==> src/hdl/TexturePkg.sv <==
`default_nettype none

package TexturePkg;

    // One texel in RGB565
    // Red in the top five bits, blue in the bottom five
    typedef logic [15:0] TexelT;

    // Texture coordinate in S16.15 fixed point
    // Bit 31 is the sign
    // Bits 30..15 count whole texture repeats
    // Bits 14..0 give the position inside one repeat
    typedef logic signed [31:0] CoordT;

    // Log2 of a texture edge in texels
    // Valid range is 0 (1 texel) up to 8 (256 texels)
    typedef logic [3:0] SizeLog2T;

    // Level of detail, 0 is the full resolution base level
    // Each level halves both edges until an edge reaches one texel
    typedef logic [3:0] LodT;

    // Largest level the decoder can produce
    // Matches the eight-bit derivative window of the decoder
    localparam LodT LodMax = 4'd8;

endpackage

`default_nettype wire

==> src/hdl/LodCalculator.sv <==
`timescale 1ns/1ps
`default_nettype none

// Decode stage
// Picks the mip level from the texture coordinate step to the diagonal neighbour
module LodCalculator
    import TexturePkg::*;
#(
    parameter bit EnableLod = 1'b1
)
(
    input  wire             aclk,
    input  wire             rst,
    input  wire             lodEnable,
    input  wire SizeLog2T   widthLog2,
    input  wire SizeLog2T   heightLog2,
    input  wire CoordT      s,
    input  wire CoordT      t,
    input  wire CoordT      sXy,
    input  wire CoordT      tXy,
    output LodT             lod,
    output CoordT           sD,
    output CoordT           tD
);

    // Signed difference to the neighbour pixel
    CoordT      diffS;
    CoordT      diffT;
    // Magnitude inside one repeat
    logic [14:0] diffAbsS;
    logic [14:0] diffAbsT;
    // Derivative scaled to texels of the base level
    logic [7:0]  diffU;
    logic [7:0]  diffV;
    logic [7:0]  diffMax;
    LodT         lodNext;

    assign diffS = s - sXy;
    assign diffT = t - tXy;

    // Two's complement negate over the fraction when the difference is negative
    assign diffAbsS = diffS[31] ? 15'(~diffS[14:0] + 15'd1) : diffS[14:0];
    assign diffAbsT = diffT[31] ? 15'(~diffT[14:0] + 15'd1) : diffT[14:0];

    // Top eight fraction bits scaled down for smaller textures
    assign diffU = diffAbsS[14:7] >> (4'd8 - widthLog2);
    assign diffV = diffAbsT[14:7] >> (4'd8 - heightLog2);

    // OR keeps the leading one of the larger axis
    assign diffMax = diffU | diffV;

    // Leading one position plus one
    // Zero when no bit is set
    always_comb
    begin
        lodNext = '0;
        for (int i = 0; i < 8; i++)
        begin
            if (diffMax[i])
            begin
                lodNext = LodT'(i + 1);
            end
        end
    end

    always_ff @(posedge aclk)
    begin
        if (rst)
        begin
            lod <= '0;
        end
        else if (EnableLod && lodEnable)
        begin
            lod <= lodNext;
        end
        else
        begin
            lod <= '0;
        end
    end

    // Coordinates travel alongside the level into the address stage
    always_ff @(posedge aclk)
    begin
        sD <= s;
        tD <= t;
    end

    // Level never passes the top of the chain of the texture it was decoded for
    assert property (@(posedge aclk) disable iff (rst)
        lod <= LodMax && (lod <= $past(widthLog2) || lod <= $past(heightLog2)));

endmodule

`default_nettype wire

==> config.mk <==
export PLATFORM = sky130hd
export DESIGN_NAME = LodCalculator
export DESIGN_NICKNAME = d
export VERILOG_FILES = /design/src/hdl/TexturePkg.sv /design/src/hdl/LodCalculator.sv
export SDC_FILE = /design/constraint.sdc
export NUM_CORES = 1
export LEC_CHECK = 0
export BUFFER_PORTS_ARGS = -buffer_cell sky130_fd_sc_hd__buf_2
export CAP_MARGIN = 0
export CORE_ASPECT_RATIO = 1.75
export CORE_MARGIN = 2
export CORE_UTILIZATION = 30
export DETAILED_ROUTE_END_ITERATION = 10
export SYNTH_ARGS = -nofsm -noshare
export SYNTH_HDL_FRONTEND = slang
export SYNTH_SLANG_ARGS = --single-unit
export TNS_END_PERCENT = 50
==> constraint.sdc <==
create_clock -name aclk -period 4.9 [get_ports aclk]
set_input_delay 0.245 -clock aclk [delete_from_list [all_inputs] [get_ports aclk]]
set_output_delay 0.245 -clock aclk [all_outputs]
set_load 0.03 [all_outputs]
# After elaboration in Yosys (flattened, before gate mapping)
# Index checks and enable logic that the tools add are counted.
classes:
  n_bitwise: 4
  n_shift: 2
  mux: 10
  addsub: 6
  n_reduce_logical: 2
ops:
  columns: ["operator", "count"]
  rows:
  - ["subtractor 32 bit", 2]
  - ["adder 15 x 1 -> 15 bit, second input constant", 2]
  - ["2-to-1 mux 15 bit", 2]
  - ["inverter 15 bit", 2]
  - ["2-to-1 mux 4 bit", 6]
  - ["right shift 8 x 4 -> 8 bit", 2]
  - ["OR 8 bit", 1]
  - ["subtractor 4 bit, first input constant", 2]
  - ["OR reduction 3 bit", 1]
  - ["2-to-1 mux 2 bit", 1]
  - ["OR reduction 2 bit", 1]
  - ["2-to-1 mux 1 bit", 1]
  - ["inverter 1 bit", 1]
word_totals:
  word_cells: 28
  ff_bits: 68

# Logic depth before layout (Yosys ltp)
depth:
  depth_word: 14
  depth_mapped: 16

# Worst setup path after synthesis
# OpenSTA, ideal clock, no wires.
synth_timing:
  path_type: "input-to-reg"
  start: "input t[0]"
  end: "register lod[0]"
  path_slack_ns: 1.308
  cell_stages: 14
  arrival_time_ns: 3.470
  path_cell_list: "inv_1 > ha_1 > fa_1 > nand2b_1 > a21oi_1 > xnor2_1 > o2111ai_1 > or4_4 > o41ai_1 > o32ai_1 > or4_1 > nand3_2 > nor2_1 > a221o_1"
synth_between:
  elab_chain_len: 13
  word_cells_on_any_way: 14
  classes_between: "add/sub (2); shift (1); mux (8); bitwise (2); reduce/logical (1)"
synth_lines:
  columns: ["element", "line", "rtl"]
  rows:
  - ["start: declaration", "LodCalculator.sv:18", "input wire CoordT t,"]
  - ["subtractor 32 bit (*)", "LodCalculator.sv:39", "assign diffT = t - tXy;"]
  - ["inverter 15 bit", "LodCalculator.sv:43", "assign diffAbsT = diffT[31] ? 15'(~diffT[14:0] + 15'd1) : diffT[14:0];"]
  - ["adder 15 x 1 -> 15 bit", "LodCalculator.sv:43", null]
  - ["2-to-1 mux 15 bit (*)", "LodCalculator.sv:43", null]
  - ["right shift 8 x 4 -> 8 bit (*)", "LodCalculator.sv:47", "assign diffV = diffAbsT[14:7] >> (4'd8 - heightLog2);"]
  - ["OR 8 bit (*)", "LodCalculator.sv:50", "assign diffMax = diffU | diffV;"]
  - ["2-to-1 mux 1 bit", "LodCalculator.sv:59", "if (diffMax[i])"]
  - ["2-to-1 mux 2 bit", "LodCalculator.sv:59", null]
  - ["2-to-1 mux 4 bit (5 in a row)", "LodCalculator.sv:59", null]
  - ["end signal: assignment", "LodCalculator.sv:74", "lod <= lodNext;"]
  - ["end: declaration", "LodCalculator.sv:21", "output LodT lod,"]
# Every way passes the cells marked *; elsewhere a longest branch is shown, timed or not.
# A chain may end at the register's enable or synchronous reset.

# Worst setup path after layout
layout_timing:
  start: "input s[0]"
  end: "register lod[1]"
layout_between:
  elab_chain_len: 12
  word_cells_on_any_way: 13
  classes_between: "add/sub (2); shift (1); mux (7); bitwise (2); reduce/logical (1)"
layout_lines:
  columns: ["element", "line", "rtl"]
  rows:
  - ["start: declaration", "LodCalculator.sv:17", "input wire CoordT s,"]
  - ["subtractor 32 bit (*)", "LodCalculator.sv:38", "assign diffS = s - sXy;"]
  - ["inverter 15 bit", "LodCalculator.sv:42", "assign diffAbsS = diffS[31] ? 15'(~diffS[14:0] + 15'd1) : diffS[14:0];"]
  - ["adder 15 x 1 -> 15 bit", "LodCalculator.sv:42", null]
  - ["2-to-1 mux 15 bit (*)", "LodCalculator.sv:42", null]
  - ["right shift 8 x 4 -> 8 bit (*)", "LodCalculator.sv:46", "assign diffU = diffAbsS[14:7] >> (4'd8 - widthLog2);"]
  - ["OR 8 bit (*)", "LodCalculator.sv:50", null]
  - ["2-to-1 mux 2 bit", "LodCalculator.sv:59", null]
  - ["2-to-1 mux 4 bit (5 in a row)", "LodCalculator.sv:59", null]
# Marks and branches as above.

==> results.json <==
{
  "dp_hpwl_um": 15000,
  "cap_violations": 0,
  "syn_to_final_growth_pct": 31.7,
  "ys_warn_count": 0,
  "grt_pass1_vias": 6004,
  "arrival_ns": 4.61,
  "io-pin-count": 207,
  "via_per_inst": 5.13,
  "final.fill_count": 2029,
  "drc": 0,
  "dpl_worst_slack_ns": 0.831,
  "die_width_um": 110,
  "overflow": 0,
  "timing.fmax_ghz": 0.232,
  "setup_viol": 0,
  "vdd_drop_max_mv": 0.214,
  "cts_tree": "yes",
  "outcome": "complete, no violations",
  "synth-edff-count": 0,
  "multi_input_area_um2": 4100,
  "syn_nets": 928,
  "drtPass1Iterations": 5,
  "synth_top_flop_cell": "dfxtp_1",
  "drive_gt1_share_pct": 28.4,
  "synth.avg_cell_area_um2": 8.10,
  "grt_usage_pct": 17.8,
  "io_buffer_count": 206,
  "setup.worst_path.start_class": "primary input",
  "synthCells": 723,
  "clkTransAtPathRegs_ns": 0.06,
  "die_y_um": 189,
  "critPathKind": "in2reg",
  "drt-total-wl_um": 18300,
  "std_cell_rows": 67,
  "gp_congestion": 0.883,
  "numCtsBuffers": 9,
  "drtAntennaViolNets": 0,
  "fin_ws_ns": 0.581,
  "critPathMaxStageDelay_ns": 0.54,
  "synth_area_um2": 5860,
  "drv_slew": 0,
  "htreeDepth": 3,
  "cp.required_ns": 5.19,
  "cts_sinks": 68,
  "p_leak_uw": 0.00371,
  "start_util_pct": 30.6,
  "cp-end-kind": "register",
  "synthDistinctLibCells": 102,
  "cts-root-buf": "clkbuf_16",
  "critical-path-slowest-cell": "a2111oi_1",
  "grt_antenna_before_repair": 1,
  "hold_path_class": "in2reg",
  "path_max_fanout": 6,
  "fin_crit_ns": 4.32,
  "synth_top_area_share_pct": 23.2,
  "slew_headroom_pct": 56.9,
  "drt_iter0_drc": 171,
  "finalHoldViolCount": 0,
  "coreArea_um2": 19100,
  "nets": 1165,
  "worst_pin_slew_ns": 0.643,
  "register_area_um2": 1360,
  "wl_per_cell_um": 15.1,
  "synth_top_area_cell": "dfxtp_1",
  "async_flop_share_pct": 0,
  "ys_seq_area_share_pct": 23.2,
  "rsz0062_at_grt": "no",
  "cp_cell_sequence": "dlygate4sd3_1 > buf_2 > inv_1 > ha_1 > fa_1 > o311ai_0 > a2111oi_1 > o211ai_1 > nor3_2 > nand4b_2 > o21ai_2 > xor2_1 > nor2_1 > a221o_1 > or3_1 > o22ai_2",
  "grt_pass1_wl_um": 28600,
  "power.density_nw_per_um2": 274,
  "synthTopCellsByArea": "dfxtp_1 (23%), ha_1 (14%), inv_1 (5.3%)",
  "grt_max_degree": 26,
  "startpoint": "s[0]",
  "endpoint": "lod[1]$_SDFF_PP0_",
  "fin_tns_setup_ns": 0,
  "ctsLongestPathBuffers": 2,
  "period_share_pct": 88.1,
  "ctsResizeCount": 0,
  "die_area_um2": 20700,
  "ys_ff_latch": 68,
  "via_count": 6189
}
==> state kept, by name (all words and copies together), names as in the netlist <==
name	count
lod	4
tD	32
sD	32
==> how the worst min path moves through the flow <==
stage | cells after the start | to | slack (ns) | startpoint
after floorplan | 0 | sD[0]$_DFF_P_ | 0.27 | s[0]
after global placement | 1 | sD[0]$_DFF_P_ | 0.36 | s[0]
after CTS | 1 | tD[12]$_DFF_P_ | 0.00006 | t[12]
after detailed placement | 1 | sD[0]$_DFF_P_ | 0.36 | s[0]
final | 1 | sD[14]$_DFF_P_ | 0.01 | s[14]
after global routing | 1 | sD[19]$_DFF_P_ | 0.003 | s[19]
==> report_power, final <==
group | switching [µW] | total, µW | internal (µW)
combinational | 499 | 825 | 326
sequential | 7.77 | 593 | 586
clock | 296 | 693 | 397
==> critical path: cells and delay by family <==
family          cells  cell delay (ns)
compound gates      6             1.61
buf+inv             3             0.66
fa+ha+maj           2             0.73
simple gates        4             1.07
xor+xnor            1             0.29
==> layer usage <==
metal,GRT usage [%],share of wire (%),vias to the layer above
li1,-,-,3162
met1,16.2,35,2851
met2,36.1,58,147
met3,3.18,3.5,29
met4,7.98,3.2,0
met5,0,0,-
==> cell type report <==
type / instances / share of cell area [%]
multi-input cells: 561 / 53.1
flip-flops and latches: 68 / 17.6
repair buffers: 237 / 17.4
inverters: 83 / 4.04
well taps: 241 / 3.91
clock buffers: 9 / 2.92
clock inverters: 7 / 0.973
diodes: 1 / 0.0324
==> through the flow <==
step | hold slack (ns) | power, µW | cell area [µm²] | util, % | cells
detailed placement | 0.364 | 1410 | 7100 | 37.1 | 1159
floorplan | 0.273 | 1190 | 5860 | - | 723
finish | 0.0107 | 2110 | 7710 | 40.4 | 1207
CTS | 0.0000616 | 2140 | 7710 | 40.3 | 1206
global route | 0.00325 | 2240 | 7710 | 40.4 | 1207
global placement | 0.363 | 1400 | 7100 | 37.1 | 1159
==> cell usage in the layout, fill, tap and decap left out, types with 15 or more instances in the layout <==
cell           instances
nand2_1               55
a21oi_1               50
inv_1                 82
ha_1                  64
dlygate4sd3_1         31
buf_2                206
nor3_1                21
nand4_1               17
o21ai_0               27
nor2_1                43
dfxtp_1               68
nand3_1               15
==> cells in the mapped netlist (all sizes together) (5+ instances only) <==
master   instances
nor4             6
a211oi          14
a31oi            6
nand2b          12
mux2i            8
nand3           16
and4             5
a221oi           6
or3             11
ha              64
o22ai            8
o211ai          14
nor2b           10
a211o            5
nand2           55
nand4           17
a21o            14
a21oi           53
dfxtp           68
a21boi           6
and2             7
nor3            22
nor2            45
and3             7
o21a            10
or2             11
inv             82
clkbuf           7
xnor2           10
a2111oi          5
o21ai           32
xor2             8
o31ai            5
==> repair_timing <==
item	CTS	global route
setup endpoints to repair	0	0
hold buffers	31	0
endpoints found under the hold margin	31	0
buffers inserted	0	0
==> cells by family (layout without fill, tap and decap cells) <==
logic type,count (synthesis),count (layout),share of synthesized area (%)
AO/OA/AOI/OAI,223,223,28.1
XOR/XNOR,18,18,2.69
adder cells (fa/ha/maj),66,66,14.4
buffers and inverters,94,336,6.84
flip-flops,68,68,23.2
multiplexers,9,9,1.56
other,0,1,0
AND/OR/NAND/NOR,245,245,23.2
Note: power is estimated with default switching activity, not from simulation.
