<file path="src/hdl/TexturePkg.sv">
`default_nettype none

package TexturePkg;

    // One texel in RGB565
    // Red in the top five bits, blue in the bottom five
    typedef logic [15:0] TexelT;

    // Texture coordinate in S16.15 fixed point
    // Bit 31 is the sign
    // Bits 30..15 count whole texture repeats
    // Bits 14..0 give the position inside one repeat
    typedef logic signed [31:0] CoordT;

    // Log2 of a texture edge in texels
    // Valid range is 0 (1 texel) up to 8 (256 texels)
    typedef logic [3:0] SizeLog2T;

    // Level of detail, 0 is the full resolution base level
    // Each level halves both edges until an edge reaches one texel
    typedef logic [3:0] LodT;

    // Largest level the decoder can produce
    // Matches the eight-bit derivative window of the decoder
    localparam LodT LodMax = 4'd8;

endpackage

`default_nettype wire

</file>
<file path="src/hdl/MipAddressGen.sv">
`timescale 1ns/1ps
`default_nettype none

// Execute stage
// Maps level and coordinates into a texel address of the packed mip chain
// Level 0 sits at address 0, each smaller level follows right after
module MipAddressGen
    import TexturePkg::*;
#(
    parameter int AddrWidth = 11
)
(
    input  wire                     aclk,
    input  wire SizeLog2T           widthLog2,
    input  wire SizeLog2T           heightLog2,
    input  wire LodT                lod,
    input  wire CoordT              sD,
    input  wire CoordT              tD,
    output logic [AddrWidth-1:0]    texAddr
);

    localparam int unsigned MemDepth = 2 ** AddrWidth;

    SizeLog2T    maxLog2;
    LodT         lodClamped;
    // Edges of the selected level
    SizeLog2T    levelWidthLog2;
    SizeLog2T    levelHeightLog2;
    logic [31:0] baseOffset;
    // Texel position inside the selected level
    logic [31:0] u;
    logic [31:0] v;
    logic [31:0] addrNext;

    // No level below a 1x1 texel
    assign maxLog2    = (widthLog2 > heightLog2) ? widthLog2 : heightLog2;
    assign lodClamped = (lod > maxLog2) ? maxLog2 : lod;

    // Each edge halves per level and floors at one texel
    assign levelWidthLog2  = (widthLog2 > lodClamped) ? widthLog2 - lodClamped : '0;
    assign levelHeightLog2 = (heightLog2 > lodClamped) ? heightLog2 - lodClamped : '0;

    // Base of a level is the summed area of all larger levels
    always_comb
    begin : OffsetSum
        SizeLog2T   edgeW;
        SizeLog2T   edgeH;
        logic [4:0] areaLog2;
        baseOffset = '0;
        for (int i = 0; i < int'(LodMax); i++)
        begin
            edgeW    = (widthLog2 > SizeLog2T'(i)) ? widthLog2 - SizeLog2T'(i) : '0;
            edgeH    = (heightLog2 > SizeLog2T'(i)) ? heightLog2 - SizeLog2T'(i) : '0;
            // Five bits since a 256x256 base has log2 area 16
            areaLog2 = 5'(edgeW) + 5'(edgeH);
            if (LodT'(i) < lodClamped)
            begin
                baseOffset = baseOffset + (32'd1 << areaLog2);
            end
        end
    end

    // Fraction only, which gives repeat wrapping for free
    assign u = {17'd0, sD[14:0]} >> (4'd15 - levelWidthLog2);
    assign v = {17'd0, tD[14:0]} >> (4'd15 - levelHeightLog2);

    // Row major inside the level
    assign addrNext = baseOffset + (v << levelWidthLog2) + u;

    always_ff @(posedge aclk)
    begin
        texAddr <= addrNext[AddrWidth-1:0];
    end

    // Texture and chain size must fit the memory, no silent wrap of the address
    assert property (@(posedge aclk) !$isunknown(addrNext) |-> addrNext < MemDepth);

endmodule

`default_nettype wire

</file>
<file path="config.mk">
export PLATFORM = sky130hd
export DESIGN_NAME = MipAddressGen
export DESIGN_NICKNAME = d
export VERILOG_FILES = /design/src/hdl/TexturePkg.sv /design/src/hdl/MipAddressGen.sv
export SDC_FILE = /design/constraint.sdc
export NUM_CORES = 1
export LEC_CHECK = 0
export BUFFER_PORTS_ARGS = -buffer_cell sky130_fd_sc_hd__buf_2
export CAP_MARGIN = 10
export CORE_UTILIZATION = 50
export CTS_CLUSTER_SIZE = 28
export DETAILED_ROUTE_END_ITERATION = 10
export PLACE_DENSITY = 0.72
export SLEW_MARGIN = 20
export SYNTH_ARGS = -nofsm -noshare
export SYNTH_HDL_FRONTEND = slang
export SYNTH_SLANG_ARGS = --single-unit
</file>
<file path="constraint.sdc">
create_clock -name aclk -period 15.26 [get_ports aclk]
set_clock_uncertainty 0.15 [all_clocks]
set_input_delay 1.526 -clock aclk [delete_from_list [all_inputs] [get_ports aclk]]
set_output_delay 1.526 -clock aclk [all_outputs]
set_load 0.03 [all_outputs]
</file>
# After elaboration in Yosys (flattened, before gate mapping)
# Index checks and enable logic that the tools add are counted.
# totals
reg_bits	11
input_bits	77
output_inout_bits	11
elab_cells	103
# classes
n_addsub	35
n_lt_le_gt_ge	28
n_shift	11
mux	28
# op_table
op	n
adder 11 bit	9
2-to-1 mux 11 bit	8
left shift 1 x 5 -> 11 bit, first input constant	8
2-to-1 mux 4 bit	20
adder 4 x 4 -> 5 bit	8
> comparator 4 x 3 -> 1 bit, second input constant	8
left shift 32 x 4 -> 11 bit	1
right shift 15 x 4 -> 32 bit	1
subtractor 4 x 3 -> 4 bit, second input constant	8
> comparator 4 x 1 -> 1 bit, second input constant	4
> comparator 4 x 2 -> 1 bit, second input constant	4
> comparator 4 bit	4
< comparator 3 x 4 -> 1 bit, first input constant	4
subtractor 4 x 2 -> 4 bit, second input constant	4
right shift 15 x 4 -> 11 bit	1
< comparator 1 x 4 -> 1 bit, first input constant	2
< comparator 2 x 4 -> 1 bit, first input constant	2
subtractor 4 x 1 -> 4 bit, second input constant	2
subtractor 4 bit	2
subtractor 4 bit, first input constant	2

# Logic depth before layout (Yosys ltp)
# logic_depth
ltp_word	22
mapped_depth	71
depth_no_buf	68

# Least setup slack after synthesis
# No wires, ideal clock.
# synth_path
path_kind	input to register
startpoint	input heightLog2[3]
endpoint	register texAddr[10]
setup_ns	0.119
arrival_ns	14.259
path_slack_ns	0.732
cell_stages	65
cell_sequence	buf_1 clkinv_1 ha_1 and4_1 a21oi_1 buf_2 mux2i_1 ha_1 nand2b_1 a21oi_1 o21a_1 buf_2 nor3_4 a21o_1 nor3_1 ha_1 nand3_2 nor2_1 (+29 left out) o211ai_1 ha_1 xor2_1 o21a_1 ha_1 xor2_1 nand2_1 o311a_1 fa_1 ha_1 nand2_1 o21ai_0 xnor3_1 xnor2_1 xnor2_1 xnor3_1 xor2_1 xnor2_1
# synth_via
elab_chain_cells	22
word_cells_on_any_way	79
# synth_rtl
item	line	text
from (decl)	MipAddressGen.sv:15	input wire SizeLog2T heightLog2,
> comparator 4 bit	MipAddressGen.sv:36	assign maxLog2 = (widthLog2 > heightLog2) ? widthLog2 : heightLog2;
2-to-1 mux 4 bit	MipAddressGen.sv:36	
> comparator 4 bit	MipAddressGen.sv:37	assign lodClamped = (lod > maxLog2) ? maxLog2 : lod;
2-to-1 mux 4 bit	MipAddressGen.sv:37	
< comparator 1 x 4 -> 1 bit	MipAddressGen.sv:56	if (LodT'(i) < lodClamped)
2-to-1 mux 11 bit	MipAddressGen.sv:56	
adder 11 bit	MipAddressGen.sv:58	baseOffset = baseOffset + (32'd1 << areaLog2);
2-to-1 mux 11 bit	MipAddressGen.sv:56	
(+7 left out)	--	
2-to-1 mux 11 bit	MipAddressGen.sv:56	
adder 11 bit	MipAddressGen.sv:58	
2-to-1 mux 11 bit	MipAddressGen.sv:56	
adder 11 bit	MipAddressGen.sv:58	
2-to-1 mux 11 bit	MipAddressGen.sv:56	
adder 11 bit	MipAddressGen.sv:68	assign addrNext = baseOffset + (v << levelWidthLog2) + u;
adder 11 bit (*)	MipAddressGen.sv:68	
named net addrNext[10]	MipAddressGen.sv:33	logic [31:0] addrNext;
to (signal assigned)	MipAddressGen.sv:72	texAddr <= addrNext[AddrWidth-1:0];
to (decl)	MipAddressGen.sv:19	output logic [AddrWidth-1:0] texAddr
# The timed path passes the listed nets; every way through them passes the cells marked *.

# Worst setup path in the final report
# layout_path
startpoint	input heightLog2[1]
endpoint	register texAddr[10]
# Same word-level chain as after synthesis.

==> impl_metrics.ini <==
[sta]
least_setup_slack_across_all_paths_after_layout_ps = 588
slew_headroom_pct = 41.4
fin_crit_ps = 14670
max_freq_mhz = 68.2
report.final.setup_viol = 0
number_of_failing_hold_endpoints_at_the_final_stage = 0
hold_slack_ps = 2060
final_max_slew_viol_count = 0
max_slew.worst_pin.slew_ps = 873
finalCritPeriodShare_pct = 96.1

[yosys]
post_synth_num_cell_types = 78
synth_sequential_area_ratio_pct = 2.25
synth_ff_type = sky130_fd_sc_hd__dfxtp_1
postSynthRegisterBits = 11
synth_edf_count = 0
mappedNetlistArea_um2 = 9790
synth_cells = 1372
yosys_warnings = 0
synth_top_area_share_pct = 19.0
synth_area_leader_cell = sky130_fd_sc_hd__ha_1
synth_fp_nets = 1625
post_synth.cell_area_avg_um2 = 7.14
synthArstFlopShare_pct = 0
yosys-top-cells-area = sky130_fd_sc_hd__ha_1, sky130_fd_sc_hd__nor2_1, sky130_fd_sc_hd__mux2i_1, sky130_fd_sc_hd__xnor2_1, sky130_fd_sc_hd__fa_1

[global_route]
gr-total-overflow = 0
initial_antenna_violation_count = 0
grt_max_degree = 31
global_route.usage.total_pct = 27.0
via_count_of_the_first_global_routing_pass = 9399
first_pass_grt_wire_length_um = 44800

[final_layout]
area_of_the_multi_input_gates_um2 = 9330
final_nets = 1725
area_delta_synth_final_pct = 13.5
fillCellCount = 1779
regMostFlops = texAddr
postLayoutCoreUtil_pct = 58.6
sequential_cell_area_um2 = 220
antenna_cells = 0
reg.largest.list = texAddr (11)
layout_cell_share_with_drive_strength_beyond_1_pct = 15.9
max_reg_flops = 11

[power]
power_density_nw_per_um2 = 151
power.internal_mw = 0.780
switching_share_pct = 53.6
power.share.sequential_pct = 3.4
share_comb_of_total_power_pct = 93.8
ir_drop_v = 0.000110
report.power.total_mw = 1.68
clock_power_share_pct = 2.8
leakage_power_figure_nw = 5.41
p_switching_mw = 0.902

[drt]
vias = 10300
routed_via_density = 5.93
drtAntennaViolNets = 0
postRouteWirelength_um = 28000
firstDrtPassIters = 6
drt_first_iter_violations = 913
post-route-drc-count = 0
drt-wirelength-per-cell_um = 16.1

[die]
start_util_pct = 51.6
fp-row-count = 50
die_y_um = 142
die_width_um = 142
die_area_um2 = 20100
core_area_um2 = 19000
design.portCount = 88

[setup_path]
worstPathMaxFanout = 10
max_stage_delay_ps = 510
critical-path-top-cell-by-count = sky130_fd_sc_hd__ha_1
crit_path_top_delay_cell = sky130_fd_sc_hd__fa_1
crit_path_dat_ps = 14660
cp-start-kind = input port
end_kind = flop
crit_type = input port to flop
required_ps = 15250

[clock_network]
htree_levels = 1
tritoncts_clock_tree = yes
hold_buffers = 0
worst_setup_hold_path_clk_slew_ps = 40
cts-buffers-inserted = 3
ctsRootBufferMaster = sky130_fd_sc_hd__clkbuf_16
cts-root-to-sink-buffers = 2
clock_sink_count = 11

[placement]
place.port_buffers = 53
place.gp.congestion = 0.942
pre_cts_ws_ps = -66.8
detailed_place_hpwl_um = 23000

[run_status]
status = completed

[worst_hold_path]
min_path_cells = 1
worstHoldPathType = flop to primary output

[flow_run]
max_cap_violations = 0
power groups by stage:
stage               Sequential (mW)  Combinational (mW)  Clock (mW)
floorplan                    0.0904                1.10           0
global placement             0.0581                1.50           0
detailed placement           0.0584                1.53           0
CTS                          0.0580                1.54      0.0477
global route                 0.0593                1.75      0.0492
finish                       0.0579                1.58      0.0469
cells in the mapped netlist, types with 4 or more instances:
master and instances:
sky130_fd_sc_hd__inv_1 60, sky130_fd_sc_hd__a21o_1 41, sky130_fd_sc_hd__o21ai_1 7, sky130_fd_sc_hd__o41ai_1 10
sky130_fd_sc_hd__dfxtp_1 11, sky130_fd_sc_hd__a211oi_1 15, sky130_fd_sc_hd__or3_1 13, sky130_fd_sc_hd__clkinv_1 4
sky130_fd_sc_hd__a221o_1 4, sky130_fd_sc_hd__or2_2 14, sky130_fd_sc_hd__o21a_1 14, sky130_fd_sc_hd__ha_1 149
sky130_fd_sc_hd__nand4_1 5, sky130_fd_sc_hd__a21oi_1 104, sky130_fd_sc_hd__a31oi_1 7, sky130_fd_sc_hd__nor3b_1 4
sky130_fd_sc_hd__o31ai_1 10, sky130_fd_sc_hd__nand2_1 116, sky130_fd_sc_hd__a211o_1 7, sky130_fd_sc_hd__nor2b_1 17
sky130_fd_sc_hd__nand3_1 23, sky130_fd_sc_hd__xnor2_1 66, sky130_fd_sc_hd__buf_1 7, sky130_fd_sc_hd__mux2i_1 63
sky130_fd_sc_hd__buf_2 5, sky130_fd_sc_hd__fa_1 27, sky130_fd_sc_hd__o21ai_0 46, sky130_fd_sc_hd__nor4_1 11
sky130_fd_sc_hd__clkbuf_1 32, sky130_fd_sc_hd__and3_1 9, sky130_fd_sc_hd__nor2_1 205, sky130_fd_sc_hd__a2111oi_0 4
sky130_fd_sc_hd__mux2_2 35, sky130_fd_sc_hd__o211ai_1 10, sky130_fd_sc_hd__nand2b_1 22, sky130_fd_sc_hd__o22ai_1 4
sky130_fd_sc_hd__nor3_1 55, sky130_fd_sc_hd__a31o_2 6, sky130_fd_sc_hd__xor2_1 35, sky130_fd_sc_hd__o21bai_1 14
sky130_fd_sc_hd__and2_1 18, sky130_fd_sc_hd__nand3b_1 11
path summary, 6_finish.rpt:
| check | startpoint | to | slack [ps] |
|---|---|---|---|
| min | texAddr[4] | texAddr[4] | 2060 |
| max | heightLog2[1] | texAddr[10] | 590 |
metal layers:
metal	part of all wire (%)	vias to the layer above	routed length, µm	GRT usage (%)
met5	0	-	0	0
met4	1.6	0	448	4.41
met3	6.0	41	1680	2.09
met2	46	310	12900	45.8
met1	46	4741	12900	37.6
li1	-	5167	-	-
layout by cell type, fill, tap and decap left out, drive strengths merged, types with 9 or more instances in the layout:
cell type	n
nand3b	11
o41ai	10
o21bai	14
xor2	35
and3	9
inv	60
or2	17
o31ai	10
o21ai	54
o211ai	10
nand2	116
nor4	11
buf	140
xnor2	66
and2	19
or3	13
dfxtp	11
ha	149
nor2	205
nor2b	17
a21oi	104
fa	27
mux2	35
mux2i	63
a211oi	15
a21o	41
nor3	56
nand2b	22
nand3	24
o21a	14
cell families after synthesis:
logic type,after synthesis,share of synthesized area [%]
multiplexers,98,10.5
XOR/XNOR,103,9.50
AND/OR/NAND/NOR,538,25.7
adder cells (fa/ha/maj),178,24.8
flip-flops,11,2.25
AO/OA/AOI/OAI,335,23.0
buffers and inverters,109,4.28
through the flow:
step           cell area [µm²]  TNS, ps  instances
2_1_floorplan             9790        0       1372
3_3_place_gp             10800        0       1716
3_5_place_dp             10800    -66.8       1716
4_1_cts                  10900        0       1720
5_1_grt                  11100     -123       1731
6_report                 11100        0       1731
cell type report:
cell class / count / area share [%]
Inverter: 64 / 2.16
Sequential cell: 11 / 1.98
Timing Repair Buffer: 140 / 8.27
Multi-Input combinational cell: 1252 / 83.9
Clock buffer: 4 / 0.710
Tap cell: 260 / 2.93
critical path, delay by kind of cell:
family	cells	cell delay, ps
and+or+nand+nor	10	1580
adders and majority gates	11	3720
AOI/OAI and AO/OA	19	3640
muxes	3	770
xor gates and xnor gates	12	2330
buffers and inverters	8	1100
repair_timing:
action	4_1_cts	5_1_grt
setup buffers	0	11
hold endpoints to repair	0	0
setup endpoints to repair	0	1
gates resized for setup	0	35
No activity file was read; power rests on OpenSTA's default activity.
